==> src/hw/integ_pkg.sv <==
/*
 * Shared types and constants for the feature integration controller:
 * status and control structs, thresholds, sequencer states, debug request
 */

package integ_pkg;

    // ==============================
    // Limits and thresholds
    // ==============================
    localparam int NUM_CORES_MAX       = 8;
    localparam int QOS_VIOLATION_LIMIT = 100;
    localparam int THROTTLE_THRESHOLD  = 80;

    // Debug register file geometry
    localparam int DBG_WORDS    = 16;
    localparam int DBG_RO_WORDS = 4;

    // ==============================
    // Raw status from the cores
    // ==============================
    // Per-core vectors, cores above NUM_CORES tied low
    typedef struct packed {
        logic [NUM_CORES_MAX-1:0] rob_full;
        logic [NUM_CORES_MAX-1:0] rs_full;
        logic [NUM_CORES_MAX-1:0] dispatch_stall;
    } ooo_status_s;

    typedef struct packed {
        logic [7:0]  bandwidth_util;
        logic [15:0] violations;
    } qos_status_s;

    // Protocol 0 means no protocol active
    typedef struct packed {
        logic [2:0] protocol;
        logic       switching;
    } proto_status_s;

    // Registered healthy flags plus combinational stress terms
    typedef struct packed {
        logic ooo_healthy;
        logic qos_healthy;
        logic debug_healthy;
        logic proto_healthy;
        logic ooo_throttle_needed;
        logic qos_intervene_needed;
        logic stress;
    } health_s;

    // ==============================
    // Control outputs
    // ==============================
    typedef struct packed {
        logic [3:0] rob_throttle;
        logic [2:0] dispatch_policy;
        logic [7:0] qos_mask;
        logic [7:0] bw_limit;
    } ctrl_s;

    // No throttling, balanced policy, all levels, no limit
    localparam ctrl_s ctrl_reset = '{
        rob_throttle:    4'b1111,
        dispatch_policy: 3'b001,
        qos_mask:        8'hFF,
        bw_limit:        8'hFF
    };

    // Bit 0 is ooo, bit 3 is protocol
    typedef struct packed {
        logic proto_integrated;
        logic debug_integrated;
        logic qos_integrated;
        logic ooo_integrated;
    } integ_status_s;

    typedef enum logic [2:0] {
        INIT      = 3'd0,
        SCAN      = 3'd1,
        INTEGRATE = 3'd2,
        MONITOR   = 3'd3,
        OPTIMIZE  = 3'd4
    } seq_state_e;

    typedef struct packed {
        logic                         write;
        logic [$clog2(DBG_WORDS)-1:0] addr;
        logic [31:0]                  wdata;
    } dbg_req_s;

endpackage

==> src/hw/health_monitor.sv <==
/*
 * Decode stage: registered health flags, combinational stress terms
 * and the weighted health score
 */

`timescale 1ns/1ns

module health_monitor
    import integ_pkg::*;
#(
    parameter int NUM_CORES = 4
) (
    input  logic          clk_i,
    input  logic          rst_ni,
    input  ooo_status_s   ooo_i,
    input  qos_status_s   qos_i,
    input  proto_status_s proto_i,
    input  logic          features_en_i,
    output health_s       health_o,
    output logic [7:0]    score_o
);

    // Only the populated cores count
    localparam logic [NUM_CORES_MAX-1:0] CORE_MASK =
        {NUM_CORES_MAX{1'b1}} >> (NUM_CORES_MAX - NUM_CORES);

    logic [NUM_CORES_MAX-1:0] rob_full_m;
    logic [NUM_CORES_MAX-1:0] rs_full_m;
    logic [NUM_CORES_MAX-1:0] stall_m;

    logic ooo_healthy_q;
    logic qos_healthy_q;
    logic debug_healthy_q;
    logic proto_healthy_q;

    logic throttle_needed;
    logic intervene_needed;

    logic [7:0] ooo_score;
    logic [7:0] qos_score;
    logic [7:0] debug_score;
    logic [7:0] proto_score;
    logic [9:0] score_sum;

    assign rob_full_m = ooo_i.rob_full & CORE_MASK;
    assign rs_full_m  = ooo_i.rs_full & CORE_MASK;
    assign stall_m    = ooo_i.dispatch_stall & CORE_MASK;

    // ==============================
    // Health flags, one cycle late
    // ==============================
    always_ff @(posedge clk_i or negedge rst_ni) begin
        if (!rst_ni) begin
            ooo_healthy_q   <= 1'b0;
            qos_healthy_q   <= 1'b0;
            debug_healthy_q <= 1'b0;
            proto_healthy_q <= 1'b0;
        end else begin
            // Unhealthy only when ROB and RS are both backed up
            ooo_healthy_q   <= !((|rob_full_m) && (|rs_full_m));
            qos_healthy_q   <= (qos_i.violations < 16'(QOS_VIOLATION_LIMIT));
            debug_healthy_q <= features_en_i;
            proto_healthy_q <= (proto_i.protocol != 3'd0);
        end
    end

    // Stress terms follow the current inputs
    assign throttle_needed  = (|rob_full_m) || (|stall_m);
    assign intervene_needed = (qos_i.violations > 16'(QOS_VIOLATION_LIMIT)) ||
                              (qos_i.bandwidth_util > 8'(THROTTLE_THRESHOLD));

    always_comb begin
        health_o.ooo_healthy          = ooo_healthy_q;
        health_o.qos_healthy          = qos_healthy_q;
        health_o.debug_healthy        = debug_healthy_q;
        health_o.proto_healthy        = proto_healthy_q;
        health_o.ooo_throttle_needed  = throttle_needed;
        health_o.qos_intervene_needed = intervene_needed;
        health_o.stress = throttle_needed || intervene_needed || proto_i.switching;
    end

    // ==============================
    // Weighted score
    // ==============================
    always_comb begin
        ooo_score   = !ooo_healthy_q   ? 8'd100 : (throttle_needed   ? 8'd180 : 8'd255);
        qos_score   = !qos_healthy_q   ? 8'd80  : (intervene_needed  ? 8'd160 : 8'd255);
        debug_score = !debug_healthy_q ? 8'd120 : 8'd255;
        proto_score = !proto_healthy_q ? 8'd60  : (proto_i.switching ? 8'd200 : 8'd255);
        // Average of four, remainder dropped
        score_sum = 10'(ooo_score) + 10'(qos_score) + 10'(debug_score) + 10'(proto_score);
        score_o   = score_sum[9:2];
    end

endmodule

==> src/hw/throttle_ctrl.sv <==
/*
 * Execute stage: registered ROB throttle, dispatch policy,
 * QoS priority mask and bandwidth limit
 */

`timescale 1ns/1ns

module throttle_ctrl
    import integ_pkg::*;
(
    input  logic        clk_i,
    input  logic        rst_ni,
    input  ooo_status_s ooo_i,
    input  health_s     health_i,
    output ctrl_s       ctrl_o
);

    // Throttle and policy encodings
    localparam logic [3:0] THROTTLE_FULL       = 4'b1111;
    localparam logic [3:0] THROTTLE_HALF       = 4'b0111;
    localparam logic [2:0] POLICY_BALANCED     = 3'b001;
    localparam logic [2:0] POLICY_CONSERVATIVE = 3'b010;

    // Half bandwidth, top priority level masked off
    localparam logic [7:0] BW_LIMIT_HALF = 8'h80;
    localparam logic [7:0] BW_LIMIT_NONE = 8'hFF;
    localparam logic [7:0] MASK_ALL      = 8'hFF;

    ctrl_s ctrl_d;
    ctrl_s ctrl_q;

    // ==============================
    // Next control values
    // ==============================
    always_comb begin
        ctrl_d = ctrl_reset;

        // ROB and dispatch
        if (health_i.ooo_throttle_needed) begin
            ctrl_d.dispatch_policy = POLICY_CONSERVATIVE;
            // Halve the window only when a ROB is actually full
            ctrl_d.rob_throttle = (|ooo_i.rob_full) ? THROTTLE_HALF : THROTTLE_FULL;
        end else begin
            ctrl_d.dispatch_policy = POLICY_BALANCED;
            ctrl_d.rob_throttle    = THROTTLE_FULL;
        end

        // Memory QoS
        if (health_i.qos_intervene_needed) begin
            ctrl_d.bw_limit = BW_LIMIT_HALF;
            ctrl_d.qos_mask = MASK_ALL >> 1;
        end else begin
            ctrl_d.bw_limit = BW_LIMIT_NONE;
            ctrl_d.qos_mask = MASK_ALL;
        end
    end

    always_ff @(posedge clk_i or negedge rst_ni) begin
        if (!rst_ni) begin
            ctrl_q <= ctrl_reset;
        end else begin
            ctrl_q <= ctrl_d;
        end
    end

    assign ctrl_o = ctrl_q;

endmodule

==> src/hw/integ_sequencer.sv <==
/*
 * Integration FSM: init wait, scan, integrate, monitor, optimize
 * Tracks per-feature integration status and completion
 */

`timescale 1ns/1ns

module integ_sequencer
    import integ_pkg::*;
#(
    parameter int INIT_CYCLES = 100
) (
    input  logic          clk_i,
    input  logic          rst_ni,
    input  health_s       health_i,
    output logic          features_en_o,
    output logic          complete_o,
    output integ_status_s status_o
);

    // Counter must reach INIT_CYCLES + 1
    localparam int CNT_W = $clog2(INIT_CYCLES + 2);

    seq_state_e       state_q;
    seq_state_e       state_d;
    logic [CNT_W-1:0] init_cnt_q;
    integ_status_s    status_q;
    logic             all_healthy;

    assign all_healthy = health_i.ooo_healthy && health_i.qos_healthy &&
                         health_i.debug_healthy && health_i.proto_healthy;

    // ==============================
    // State and init counter
    // ==============================
    always_ff @(posedge clk_i or negedge rst_ni) begin
        if (!rst_ni) begin
            state_q    <= INIT;
            init_cnt_q <= '0;
        end else begin
            state_q <= state_d;
            // Stops counting once out of INIT
            if (state_q == INIT) begin
                init_cnt_q <= init_cnt_q + 1'b1;
            end
        end
    end

    always_comb begin
        state_d = state_q;
        case (state_q)
            INIT: begin
                if (init_cnt_q > CNT_W'(INIT_CYCLES)) begin
                    state_d = SCAN;
                end
            end
            // Single cycle
            SCAN:      state_d = INTEGRATE;
            INTEGRATE: begin
                if (all_healthy) begin
                    state_d = MONITOR;
                end
            end
            MONITOR: begin
                if (health_i.stress) begin
                    state_d = OPTIMIZE;
                end
            end
            OPTIMIZE: begin
                if (!health_i.stress) begin
                    state_d = MONITOR;
                end
            end
            default:   state_d = INIT;
        endcase
    end

    // ==============================
    // Integration status
    // ==============================
    always_ff @(posedge clk_i or negedge rst_ni) begin
        if (!rst_ni) begin
            status_q <= '0;
        end else if (state_q == INTEGRATE) begin
            status_q.ooo_integrated   <= health_i.ooo_healthy;
            status_q.qos_integrated   <= health_i.qos_healthy;
            status_q.debug_integrated <= health_i.debug_healthy;
            status_q.proto_integrated <= health_i.proto_healthy;
        end else if (state_q == MONITOR || state_q == OPTIMIZE) begin
            // Flags only drop here, never come back
            status_q.ooo_integrated   <= status_q.ooo_integrated && health_i.ooo_healthy;
            status_q.qos_integrated   <= status_q.qos_integrated && health_i.qos_healthy;
            status_q.debug_integrated <= status_q.debug_integrated && health_i.debug_healthy;
            status_q.proto_integrated <= status_q.proto_integrated && health_i.proto_healthy;
        end
    end

    // Features off until integration starts
    assign features_en_o = (state_q == INTEGRATE) || (state_q == MONITOR) ||
                           (state_q == OPTIMIZE);
    // Still integrated while optimizing
    assign complete_o    = ((state_q == MONITOR) && all_healthy) || (state_q == OPTIMIZE);
    assign status_o      = status_q;

endmodule

==> src/hw/debug_regfile.sv <==
/*
 * Result stage: 16-word debug register file, words 0 to 3 are status
 * snapshots, one-deep valid/ready request and response handshake
 */

`timescale 1ns/1ns

module debug_regfile
    import integ_pkg::*;
(
    input  logic          clk_i,
    input  logic          rst_ni,
    input  logic          features_en_i,
    input  logic [7:0]    score_i,
    input  integ_status_s status_i,
    input  ctrl_s         ctrl_i,
    input  logic          req_valid_i,
    input  dbg_req_s      req_i,
    output logic          req_ready_o,
    output logic          rsp_valid_o,
    output logic [31:0]   rsp_data_o,
    input  logic          rsp_ready_i
);

    logic [31:0] words_q [DBG_WORDS];
    logic        rsp_valid_q;
    logic [31:0] rsp_data_q;
    logic        accept;
    logic        wr_allowed;

    // One response in flight at most
    assign req_ready_o = features_en_i && !rsp_valid_q;
    assign accept      = req_valid_i && req_ready_o;
    // Snapshot words are read only
    assign wr_allowed  = req_i.write && (req_i.addr >= DBG_RO_WORDS);

    // ==============================
    // Register storage
    // ==============================
    always_ff @(posedge clk_i) begin
        // Status snapshots, refreshed each cycle
        words_q[0] <= {24'd0, score_i};
        words_q[1] <= {28'd0, status_i};
        words_q[2] <= {28'd0, ctrl_i.rob_throttle};
        words_q[3] <= {24'd0, ctrl_i.bw_limit};

        if (accept && wr_allowed) begin
            words_q[req_i.addr] <= req_i.wdata;
        end
    end

    // ==============================
    // Response handshake
    // ==============================
    always_ff @(posedge clk_i or negedge rst_ni) begin
        if (!rst_ni) begin
            rsp_valid_q <= 1'b0;
        end else if (accept) begin
            rsp_valid_q <= 1'b1;
        end else if (rsp_valid_q && rsp_ready_i) begin
            rsp_valid_q <= 1'b0;
        end
    end

    // Data loaded at acceptance, held under back-pressure
    always_ff @(posedge clk_i) begin
        if (accept) begin
            // Writes echo their data; ignored writes return the old word
            rsp_data_q <= wr_allowed ? req_i.wdata : words_q[req_i.addr];
        end
    end

    assign rsp_valid_o = rsp_valid_q;
    assign rsp_data_o  = rsp_data_q;

endmodule

==> src/hw/feature_integrator.sv <==
/*
 * Top level of the feature integration controller
 * Health decode, control registers, sequencer and debug register file
 */

`timescale 1ns/1ns

module feature_integrator
    import integ_pkg::*;
#(
    parameter int NUM_CORES   = 4,
    parameter int INIT_CYCLES = 100
) (
    input  logic          clk_i,
    input  logic          rst_ni,
    // Core, memory and protocol status
    input  ooo_status_s   ooo_i,
    input  qos_status_s   qos_i,
    input  proto_status_s proto_i,
    // Debug access
    input  logic          dbg_req_valid_i,
    input  dbg_req_s      dbg_req_i,
    output logic          dbg_req_ready_o,
    output logic          dbg_rsp_valid_o,
    output logic [31:0]   dbg_rsp_data_o,
    input  logic          dbg_rsp_ready_i,
    // Integration results
    output logic          complete_o,
    output logic [7:0]    score_o,
    output integ_status_s status_o,
    output ctrl_s         ctrl_o,
    output logic          features_en_o
);

    health_s       health;
    logic [7:0]    score;
    logic          features_en;
    integ_status_s status;
    ctrl_s         ctrl;

    // ==============================
    // Decode and execute
    // ==============================
    health_monitor #(
        .NUM_CORES(NUM_CORES)
    ) i_health_monitor (
        .clk_i,
        .rst_ni,
        .ooo_i,
        .qos_i,
        .proto_i,
        .features_en_i(features_en),
        .health_o     (health),
        .score_o      (score)
    );

    throttle_ctrl i_throttle_ctrl (
        .clk_i,
        .rst_ni,
        .ooo_i,
        .health_i(health),
        .ctrl_o  (ctrl)
    );

    // Sequencing
    integ_sequencer #(
        .INIT_CYCLES(INIT_CYCLES)
    ) i_integ_sequencer (
        .clk_i,
        .rst_ni,
        .health_i     (health),
        .features_en_o(features_en),
        .complete_o   (complete_o),
        .status_o     (status)
    );

    // ==============================
    // Debug access
    // ==============================
    debug_regfile i_debug_regfile (
        .clk_i,
        .rst_ni,
        .features_en_i(features_en),
        .score_i      (score),
        .status_i     (status),
        .ctrl_i       (ctrl),
        .req_valid_i  (dbg_req_valid_i),
        .req_i        (dbg_req_i),
        .req_ready_o  (dbg_req_ready_o),
        .rsp_valid_o  (dbg_rsp_valid_o),
        .rsp_data_o   (dbg_rsp_data_o),
        .rsp_ready_i  (dbg_rsp_ready_i)
    );

    assign score_o       = score;
    assign status_o      = status;
    assign ctrl_o        = ctrl;
    assign features_en_o = features_en;

endmodule

==> config.mk <==
export PLATFORM = sky130hd
export DESIGN_NAME = feature_integrator
export DESIGN_NICKNAME = d
export VERILOG_FILES = /design/src/hw/integ_pkg.sv /design/src/hw/health_monitor.sv /design/src/hw/throttle_ctrl.sv /design/src/hw/integ_sequencer.sv /design/src/hw/debug_regfile.sv /design/src/hw/feature_integrator.sv
export SDC_FILE = /design/constraint.sdc
export NUM_CORES = 1
export LEC_CHECK = 0
export ABC_CLOCK_PERIOD_IN_PS = 6000
export BUFFER_PORTS_ARGS = -buffer_cell sky130_fd_sc_hd__buf_4
export CAP_MARGIN = 15
export CORE_UTILIZATION = 60
export DETAILED_ROUTE_END_ITERATION = 6
export PLACE_DENSITY_LB_ADDON = 0.12
export SETUP_SLACK_MARGIN = 0.05
export SYNTH_ARGS = -nofsm -noshare
export SYNTH_HDL_FRONTEND = slang
export SYNTH_SLANG_ARGS = --single-unit
==> constraint.sdc <==
create_clock -name clk_i -period 6 [get_ports clk_i]
set_input_delay 0.9 -clock clk_i [delete_from_list [all_inputs] [get_ports clk_i]]
set_output_delay 0.9 -clock clk_i [all_outputs]
set_load 0.01 [all_outputs]
Yosys cells after proc, flatten, opt, wreduce, memory -nomap -nowiden
Memories as Yosys holds them, arrays and structs flattened. A register that Yosys moved wholly into a read port is not among the register bits.
Index checks and enable logic that the tools add are counted.

storage, ports and cells
  logic and storage cells = 87
  memories = 1
  input port bits = 93
  RAM bits = 512
  output and inout bits = 71
  register bits = 42

memory list
  name                     depth  bits a word  rd ports  clocked after Yosys merged registers in  write ports  line                 source
  i_debug_regfile.words_q  16     32           1         1                                        5            debug_regfile.sv:25  logic [31:0] words_q [DBG_WORDS];

cells by class
  eq/ne operators = 8
  multiplexer cells = 21
  reduce and logical (&&, ||, !) cells = 33
  add/sub/neg operators = 4
  magnitude comparators = 5

operators with widths
  operator             number
  $mux 8               4
  $mux 7               3
  $gt 16x7->1 const B  1
  $lt 16x7->1 const B  1
  $mux 16              1
  $pmux 3 s5           1
  $logic_and 1x1->1    14
  $mux 3               4
  $mux 4               3
  $reduce_or 4->1      3
  $add 10x8->10        1
  $add 9x8->10         1
  $add 8x8->9          1
  $gt 8x7->1 const B   1
  $logic_or 1x1->1     8
  $reduce_or 8->1      1
  $add 7x1->7 const B  1
  $gt 7x7->1 const B   1
  $eq 3x2->1 const B   2
  $mux 6               1
  $ge 4x3->1 const B   1
  $mux 1               4
  $ne 2x1->1 const B   2
  $ne 2x2->1 const B   2
  7 further kinds      9

Logic depth before layout (Yosys ltp)
Gate-level depths: netlist of the first run.

  depth in word-level cells = 8
  depth in mapped cells = 17
  mapped depth without buffers = 17

Modules after synthesis
A second synthesis of the first run with hierarchy kept.

second synthesis, totals
  cells, all modules = 1146
  area total of the unflattened synthesis = 21576.9 sq um

modules (own cells, without submodules)
  module           cells an instance  area an instance (sq um)  times used
  debug_regfile    937                19662.6                   1
  health_monitor   113                919.6                     1
  integ_sequencer  66                 713.2                     1
  throttle_ctrl    30                 281.5                     1

Least setup slack after synthesis of the first run
Ideal clock, no wire load.

  path type = input-to-output
  start = input port qos_i[12] (netlist bit)
  end = output port score_o[6]
  stages on the path = 15
  data required time = 5.100 ns
  arrival = 4.525 ns
  path slack = 0.575 ns
  path buffers = 0
  cell sequence = nor4_1 > nand3_1 > nor4_2 > and2_1 > fa_1 > fa_1 > ha_1 > ha_1 > inv_1 > fa_1 > nor2b_1 > o21ai_0 > a21boi_0 > or4_1 > nand3_1

between the ends
  longest elaborated chain between the ends = 7

ends and longest elaborated chain
  element           line                      source
  from (decl)       feature_integrator.sv:18  input qos_status_s qos_i,
  $gt 16x7->1       health_monitor.sv:69      assign intervene_needed = (qos_i.violations > 16'(QOS_VIOLATION_LIMIT)) ||
  $logic_or 1x1->1  health_monitor.sv:69
  $mux 7            health_monitor.sv:87      qos_score = !qos_healthy_q ? 8'd80 : (intervene_needed ? 8'd160 : 8'd255);
  $mux 8            health_monitor.sv:87
  $add 8x8->9       health_monitor.sv:91      score_sum = 10'(ooo_score) + 10'(qos_score) + 10'(debug_score) + 10'(proto_score);
  $add 9x8->10      health_monitor.sv:91
  $add 10x8->10     health_monitor.sv:91
  to (decl)         feature_integrator.sv:29  output logic [7:0] score_o,

No other way between the ends.

Worst setup path in the final report of the first run
  start = input port ooo_i[17] (netlist bit)
  end = output port score_o[6]

between the ends
  longest elaborated chain between the ends = 7

ends and longest elaborated chain
  element           line                      source
  from (decl)       feature_integrator.sv:17  input ooo_status_s ooo_i,
  $reduce_or 4->1   health_monitor.sv:68      assign throttle_needed = (|rob_full_m) || (|stall_m);
  $logic_or 1x1->1  health_monitor.sv:68
  $mux 7            health_monitor.sv:86      ooo_score = !ooo_healthy_q ? 8'd100 : (throttle_needed ? 8'd180 : 8'd255);
  $mux 8            health_monitor.sv:86
  $add 8x8->9       health_monitor.sv:91
  $add 9x8->10      health_monitor.sv:91
  $add 10x8->10     health_monitor.sv:91

No other way between the ends.

==> impl_metrics.toml, run 1 <==
[clocking]
clk_pin_slew_worst_paths_ns = 0.06
tritoncts = "yes"
number_of_clock_sinks = 567
cts_made_buffers = 55
ctsRootBufferMaster = "clkbuf_16"
cts.path.max_buffers = 3
clk-insertion-delay-late_ns = 0.60
post-cts-setup-buffers = 0
cts_hold_repair.buffers = 0
htree_num_levels = 2

[synthesis]
average_cell_area_after_synthesis_um2 = 19.6
synth_seq_cells = 567
post_synth_and_or_nand_nor_area_fraction = 0.0256
synth_compound_area_frac = 0.0274
adder_cell_share_of_the_synthesized_area = 0.0208
share_of_flip_flops_with_an_asynchronous_set_or_reset = 0.0406
synth_edf_count = 416
combinational_family_with_the_most_area_after_synthesis = "multiplexers"
post_synth_instance_area_um2 = 21500
synth.area.mux_share = 0.166
synth.distinct_cells = 54
synthCells = 1097
synthFlopType = "edfxtp_1"
yosysSeqAreaShare = 0.726
synthXorXnorAreaFrac = 0.00570
ys.warnings.count = 0

[worst_setup_path]
crit_arrival_ns = 4.75
worstPathRequired_ns = 5.10
worstPathMaxFanout = 4
worst_path_most_repeated_cell = "fa_1"
critical_path_class = "input pin to output pin"
crit_chain = "buf_4 > or4_1 > nor2_1 > and2_1 > fa_1 > fa_1 > ha_1 > ha_1 > inv_1 > fa_1 > nor2b_1 > o21ai_0 > a21boi_1 > or4_1 > nand3_1 > buf_4"
cpMaxStageDelayCell = "or4_1"
setup.worst_path.end_class = "output pin"
max_stage_delay_ns = 0.60
setup.worst_path.start_class = "input pin"

[sta]
sum_neg_setup_slack_ns = 0
slew_headroom = 0.220
final.min_clock_period_ns = 5.65
finalMaxSlewViolations = 0
worst_clock_skew_ns = 0.0146
fmaxAchievable_ghz = 0.177
timing.final.setup_violations = 0
min_period_over_period = 0.942
grt_setup_unrepaired = "no"
worst-slew-pin-transition_ns = 1.16
finalHoldViolCount = 0

[floorplanning]
die_w_um = 191
core-area_um2 = 35400
placement_rows = 69
floorplan.io_pins = 164
die_y_um = 191
fp.dieArea_um2 = 36600
floorplan.initialDensity = 0.608

[route]
wl_per_cell_um = 21.8
drt_wl_total_um = 40700
first_pass_iters = 5
final_ant_viol_nets = 0
routed_via_density = 5.62
post-route-drc-count = 0
num_vias = 10509
drt_iter0_drc = 624

[global_routing]
grt_start_max_net_pins = 72
global_route.usage.total = 0.233
grt_first_pass_wirelength_um = 62600
grt_antenna_before_repair = 0
grt_pass1_vias = 11002
grt.overflow.total = 0

[run]
max_cap_viol_count = 0

[status]
outcome = "complete, no violations"

[min_path]
hp-class = "input pin to async pin"

[pwr]
power_density_nw_per_um2 = 328
cellLeakagePower_nw = 9.14
irDropWorstVdd_mv = 0.240

[layout]
filler_cell_count = 2219
finalNetCount = 1486
insertedDiodeCount = 0
drive_above_1_share = 0.330
instances_no_fill = 1869
areaGrowthSynthToFinish_pct = 17.1

[placed_design]
dp_cells = 1764
place_hpwl_um = 23500
finalWeightedCongestion = 0.797
port_buffers = 143
==> final cells by class <==
type                       instances  area [um^2]  share of cell area
clock inverter                    19          113             0.00447
inverter                          31          116             0.00462
timing repair buffer             169         1310              0.0519
multi-input combinational        538         5820               0.231
clock buffer                      84         1640              0.0651
sequential                       567        15600               0.620
tap                              461          577              0.0229
==> power breakdown <==
part	internal [mW]	switching, mW
registers	4.32	0.0557
logic	0.307	0.322
clock network	1.89	1.39
==> registers in the layout, indices dropped and copies added, names as in the netlist <==
register and flops:
i_health_monitor.debug_healthy_q 1, i_health_monitor.ooo_healthy_q 1, i_integ_sequencer.init_cnt_q 7, i_integ_sequencer.status_o 4, i_debug_regfile.rsp_valid_o 1, i_health_monitor.proto_healthy_q 1, i_debug_regfile.words_q 512, i_integ_sequencer.state_q 3
i_health_monitor.qos_healthy_q 1, i_debug_regfile.rsp_data_o 32, i_throttle_ctrl.ctrl_o 4
==> cell usage after synthesis (6+ instances only) <==
| cell type | number | area [um^2] |
|---|---|---|
| edfxtp_1 | 416 | 12500 |
| dfxtp_1 | 128 | 2560 |
| mux4_2 | 128 | 2880 |
| nand2_1 | 45 | 169 |
| mux2_2 | 32 | 360 |
| mux2i_1 | 32 | 320 |
| inv_1 | 31 | 116 |
| nor2_1 | 31 | 116 |
| o221a_2 | 28 | 315 |
| clkbuf_1 | 23 | 86.3 |
| ha_1 | 23 | 288 |
| buf_2 | 22 | 110 |
| buf_4 | 21 | 158 |
| dfrtp_1 | 20 | 500 |
| xnor2_1 | 12 | 105 |
| a21oi_1 | 10 | 50.1 |
| buf_6 | 8 | 90.1 |
| fa_1 | 8 | 160 |
| nor3_1 | 8 | 40.0 |
| o21ai_0 | 6 | 30.0 |
==> per-layer routing <==
metal,part of all wire,up-vias,global-route usage
li1,-,4738,-
met5,0,-,0
met4,0.018,0,0.0662
met2,0.51,345,0.386
met1,0.41,5370,0.314
met3,0.065,56,0.0501
==> stage by stage <==
stage	power (mW)	utilization	setup slack (ns)	cell area, um^2	hold slack, ns
final	8.28	0.712	0.349	25200	0.196
after detailed placement	5.09	0.662	0.205	23400	0.406
after CTS	8.35	0.711	0.191	25200	0.178
after global placement	5.07	0.662	0.218	23400	0.402
after global routing	8.57	0.712	0.0514	25200	0.195
after floorplan	4.86	-	0.575	22000	0.436
==> worst max-delay path: cells and delay by family <==
family                     cells  cell delay [ns]
buffers and inverters          3             0.30
adders and majority gates      5             1.62
and+or+nand+nor                6             1.60
AOI/OAI and AO/OA              2             0.34
==> path summary, 6_finish.rpt <==
path / startpoint / to / slack [ns] / cells after the start
worst max-delay path: ooo_i[17] / score_o[6] / 0.35 / 16
worst min register to register: i_integ_sequencer.status_o[0] / i_debug_regfile.words_q[1][0] / 0.42 / 0
max in group asynchronous: rst_ni / i_throttle_ctrl.ctrl_o[5] / 5.52 / 1
worst min-delay path: rst_ni / i_integ_sequencer.init_cnt_q[2] / 0.20 / 1
worst max register to register: i_health_monitor.ooo_healthy_q / i_debug_regfile.words_q[0][6] / 2.46 / 12
min in group clk_i: i_integ_sequencer.status_o[0] / i_debug_regfile.words_q[1][0] / 0.42 / 0
==> logic make-up (layout without fill, tap and decap cells) <==
kind of cell	count (synthesis)	count (layout)
fa+ha+maj	31	31
buf+inv	110	303
flops	567	567
simple gates	116	116
compound gates	65	65
other cells	2	120
xor+xnor	14	14
mux	192	192
==> layout by cell type (no fill, tap or decap), types with 22 or more instances in the layout <==
| master | synthesis | layout |
|---|---|---|
| ha_1 | 23 | 23 |
| nand2_1 | 45 | 45 |
| mux4_2 | 128 | 128 |
| clkbuf_16 | 0 | 57 |
| dfxtp_1 | 128 | 128 |
| nor2_1 | 31 | 22 |
| inv_1 | 31 | 31 |
| o221a_2 | 28 | 28 |
| buf_4 | 21 | 163 |
| mux2_2 | 32 | 32 |
| edfxtp_1 | 416 | 416 |
| mux2i_1 | 32 | 32 |
| conb_1 | 2 | 120 |
==> timing repair <==
item	CTS	global route
hold endpoints to repair	0	0
setup endpoints to repair	0	2
gates resized for setup	0	3
Power figures use the tool's default switching activity.
==> run 2, diff against run 1 <==
--- a/config.mk
+++ b/config.mk
@@ -6,5 +6,5 @@
 export NUM_CORES = 1
 export LEC_CHECK = 0
-export ABC_CLOCK_PERIOD_IN_PS = 6000
+export ABC_CLOCK_PERIOD_IN_PS = 6300
 export BUFFER_PORTS_ARGS = -buffer_cell sky130_fd_sc_hd__buf_4
 export CAP_MARGIN = 15
==> constraint.sdc (replaced) <==
create_clock -name clk_i -period 6.3 [get_ports clk_i]
set_input_delay 0.63 -clock clk_i [delete_from_list [all_inputs] [get_ports clk_i]]
set_output_delay 0.63 -clock clk_i [all_outputs]
set_load 0.01 [all_outputs]
==> impl_metrics.toml, run 2 (same netlist as run 1, synthesis figures left out) <==
[floorplanning]
placement_rows = 69
floorplan.io_pins = 164
fp.dieArea_um2 = 36600
floorplan.initialDensity = 0.608
die_w_um = 191
core-area_um2 = 35400
die_y_um = 191

[placed_design]
place_hpwl_um = 23100
finalWeightedCongestion = 0.790
port_buffers = 143
dp_slack_ns = 0.896

[layout]
areaGrowthSynthToFinish_pct = 17.0
finalNetCount = 1480
top_reg_by_flops = "i_debug_regfile.words_q"
drive_above_1_share = 0.318
multiInputGateArea_um2 = 5810
filler_cell_count = 2196
layout.area.seq_um2 = 15600
layout.cells.most_common_list = "edfxtp_1, buf_4, mux4_2, dfxtp_1, conb_1"
largest_register_ffs = 512
most_common_library_cell_in_the_layout_ignoring_fill_and_taps = "edfxtp_1"
insertedDiodeCount = 0

[pwr]
power_density_nw_per_um2 = 318
irDropWorstVdd_mv = 0.240
cellLeakagePower_nw = 9.10
sum_of_internal_switching_and_leakage_power_mw = 8.00

[sta]
grt_setup_unrepaired = "no"
slew_headroom = 0.285
final.min_clock_period_ns = 5.42
sum_neg_setup_slack_ns = 0
worst-slew-pin-transition_ns = 1.07
least_setup_slack_across_all_paths_after_layout_ns = 0.883
finalMaxSlewViolations = 0
min_period_over_period = 0.860
worst_clock_skew_ns = 0.0121
timing.final.setup_violations = 0
finalHoldViolCount = 0
fmaxAchievable_ghz = 0.185

[worst_setup_path]
worstPathMaxFanout = 4
setup.worst_path.end_class = "output pin"
crit_arrival_ns = 4.79
worstPathRequired_ns = 5.67
critical_path_class = "input pin to output pin"
setup.worst_path.start_class = "input pin"

[run]
max_cap_viol_count = 0

[global_routing]
grt_antenna_before_repair = 0
global_route.usage.total = 0.231
grt_start_max_net_pins = 111
grt_first_pass_wirelength_um = 62400
grt_pass1_vias = 10963
grt.overflow.total = 0

[status]
outcome = "complete, no violations"

[route]
drt_wl_total_um = 40100
wl_per_cell_um = 21.5
drt_iter0_drc = 716
final_ant_viol_nets = 0
num_vias = 10524
first_pass_iters = 5
routed_via_density = 5.65
post-route-drc-count = 0

[clocking]
ctsRootBufferMaster = "clkbuf_16"
clk-insertion-delay-late_ns = 0.58
cts_made_buffers = 55
clk_pin_slew_worst_paths_ns = 0.06
htree_num_levels = 2
cts.path.max_buffers = 3
number_of_clock_sinks = 567
cts_resized = 0
tritoncts = "yes"
post-cts-setup-buffers = 0
cts_hold_repair.buffers = 1

[min_path]
hp-class = "input pin to flip-flop"
[run 2: cell count changes in the layout (fill, tap and decap cells not counted), moves of 2 or more]
cell       before  now
inv_4           2    0
clkinv_1        3   12
bufinv_16       0    6
clkinv_4        0    2
buf_4         163  158
clkinv_2       11    5
clkbuf_8       11    4
buf_6           4    2
[run 2: path summary, 6_finish.rpt]
kind / start / slack [ns] / depth (start not counted) / to
worst max-delay path: ooo_i[17] / 0.88 / 16 / score_o[6]
worst min-delay path: ooo_i[10] / 0.22 / 2 / i_health_monitor.ooo_healthy_q
worst max register to register: i_integ_sequencer.state_q[1] / 2.14 / 6 / i_debug_regfile.words_q[4][4]
worst min register to register: i_integ_sequencer.status_o[0] / 0.42 / 0 / i_debug_regfile.words_q[1][0]
max in group asynchronous: rst_ni / 5.54 / 2 / i_throttle_ctrl.ctrl_o[5]
min in group asynchronous: rst_ni / 0.48 / 2 / i_integ_sequencer.init_cnt_q[0]
[run 2: cell type report]
class	count	area share
Clock inverter	27	0.0113
Timing Repair Buffer	163	0.0500
Inverter	31	0.00462
Tap cell	461	0.0229
Sequential cell	567	0.621
Clock buffer	75	0.0600
Multi-Input combinational cell	538	0.231
[run 2: power breakdown]
part           total [mW]  internal, mW  switching (mW)
combinational       0.597         0.292           0.305
clock                3.24          1.92            1.32
sequential           4.17          4.11          0.0523
[run 2: worst max-delay path: stages]
cell,delay [ns]
buf_4,0.10
or4_1,0.59
nor2_1,0.28
and2_1,0.22
fa_1,0.46
fa_1,0.42
ha_1,0.29
ha_1,0.16
inv_1,0.06
fa_1,0.49
nor2b_1,0.13
o21ai_0,0.11
a21boi_0,0.39
or4_1,0.20
nand3_1,0.08
buf_4,0.15
[run 2: per-layer routing]
metal  wire length [um]  share of wire  vias to the layer above  global-route usage
li1                   -              -                     4727                   -
met3               2430          0.061                       50              0.0411
met1              16700           0.42                     5432               0.316
met4                744          0.019                        0              0.0644
met5                  0              0                        -                   0
met2              20200           0.50                      315               0.384
[run 2: through the flow]
step / utilization / hold slack, ns / cells / instance area, um^2
after floorplan: - / 0.334 / 1215 / 22000
after global placement: 0.661 / 0.396 / 1759 / 23400
after detailed placement: 0.661 / 0.399 / 1759 / 23400
after CTS: 0.712 / 0.201 / 1862 / 25200
after global routing: 0.712 / 0.219 / 1862 / 25200
final: 0.712 / 0.223 / 1862 / 25200
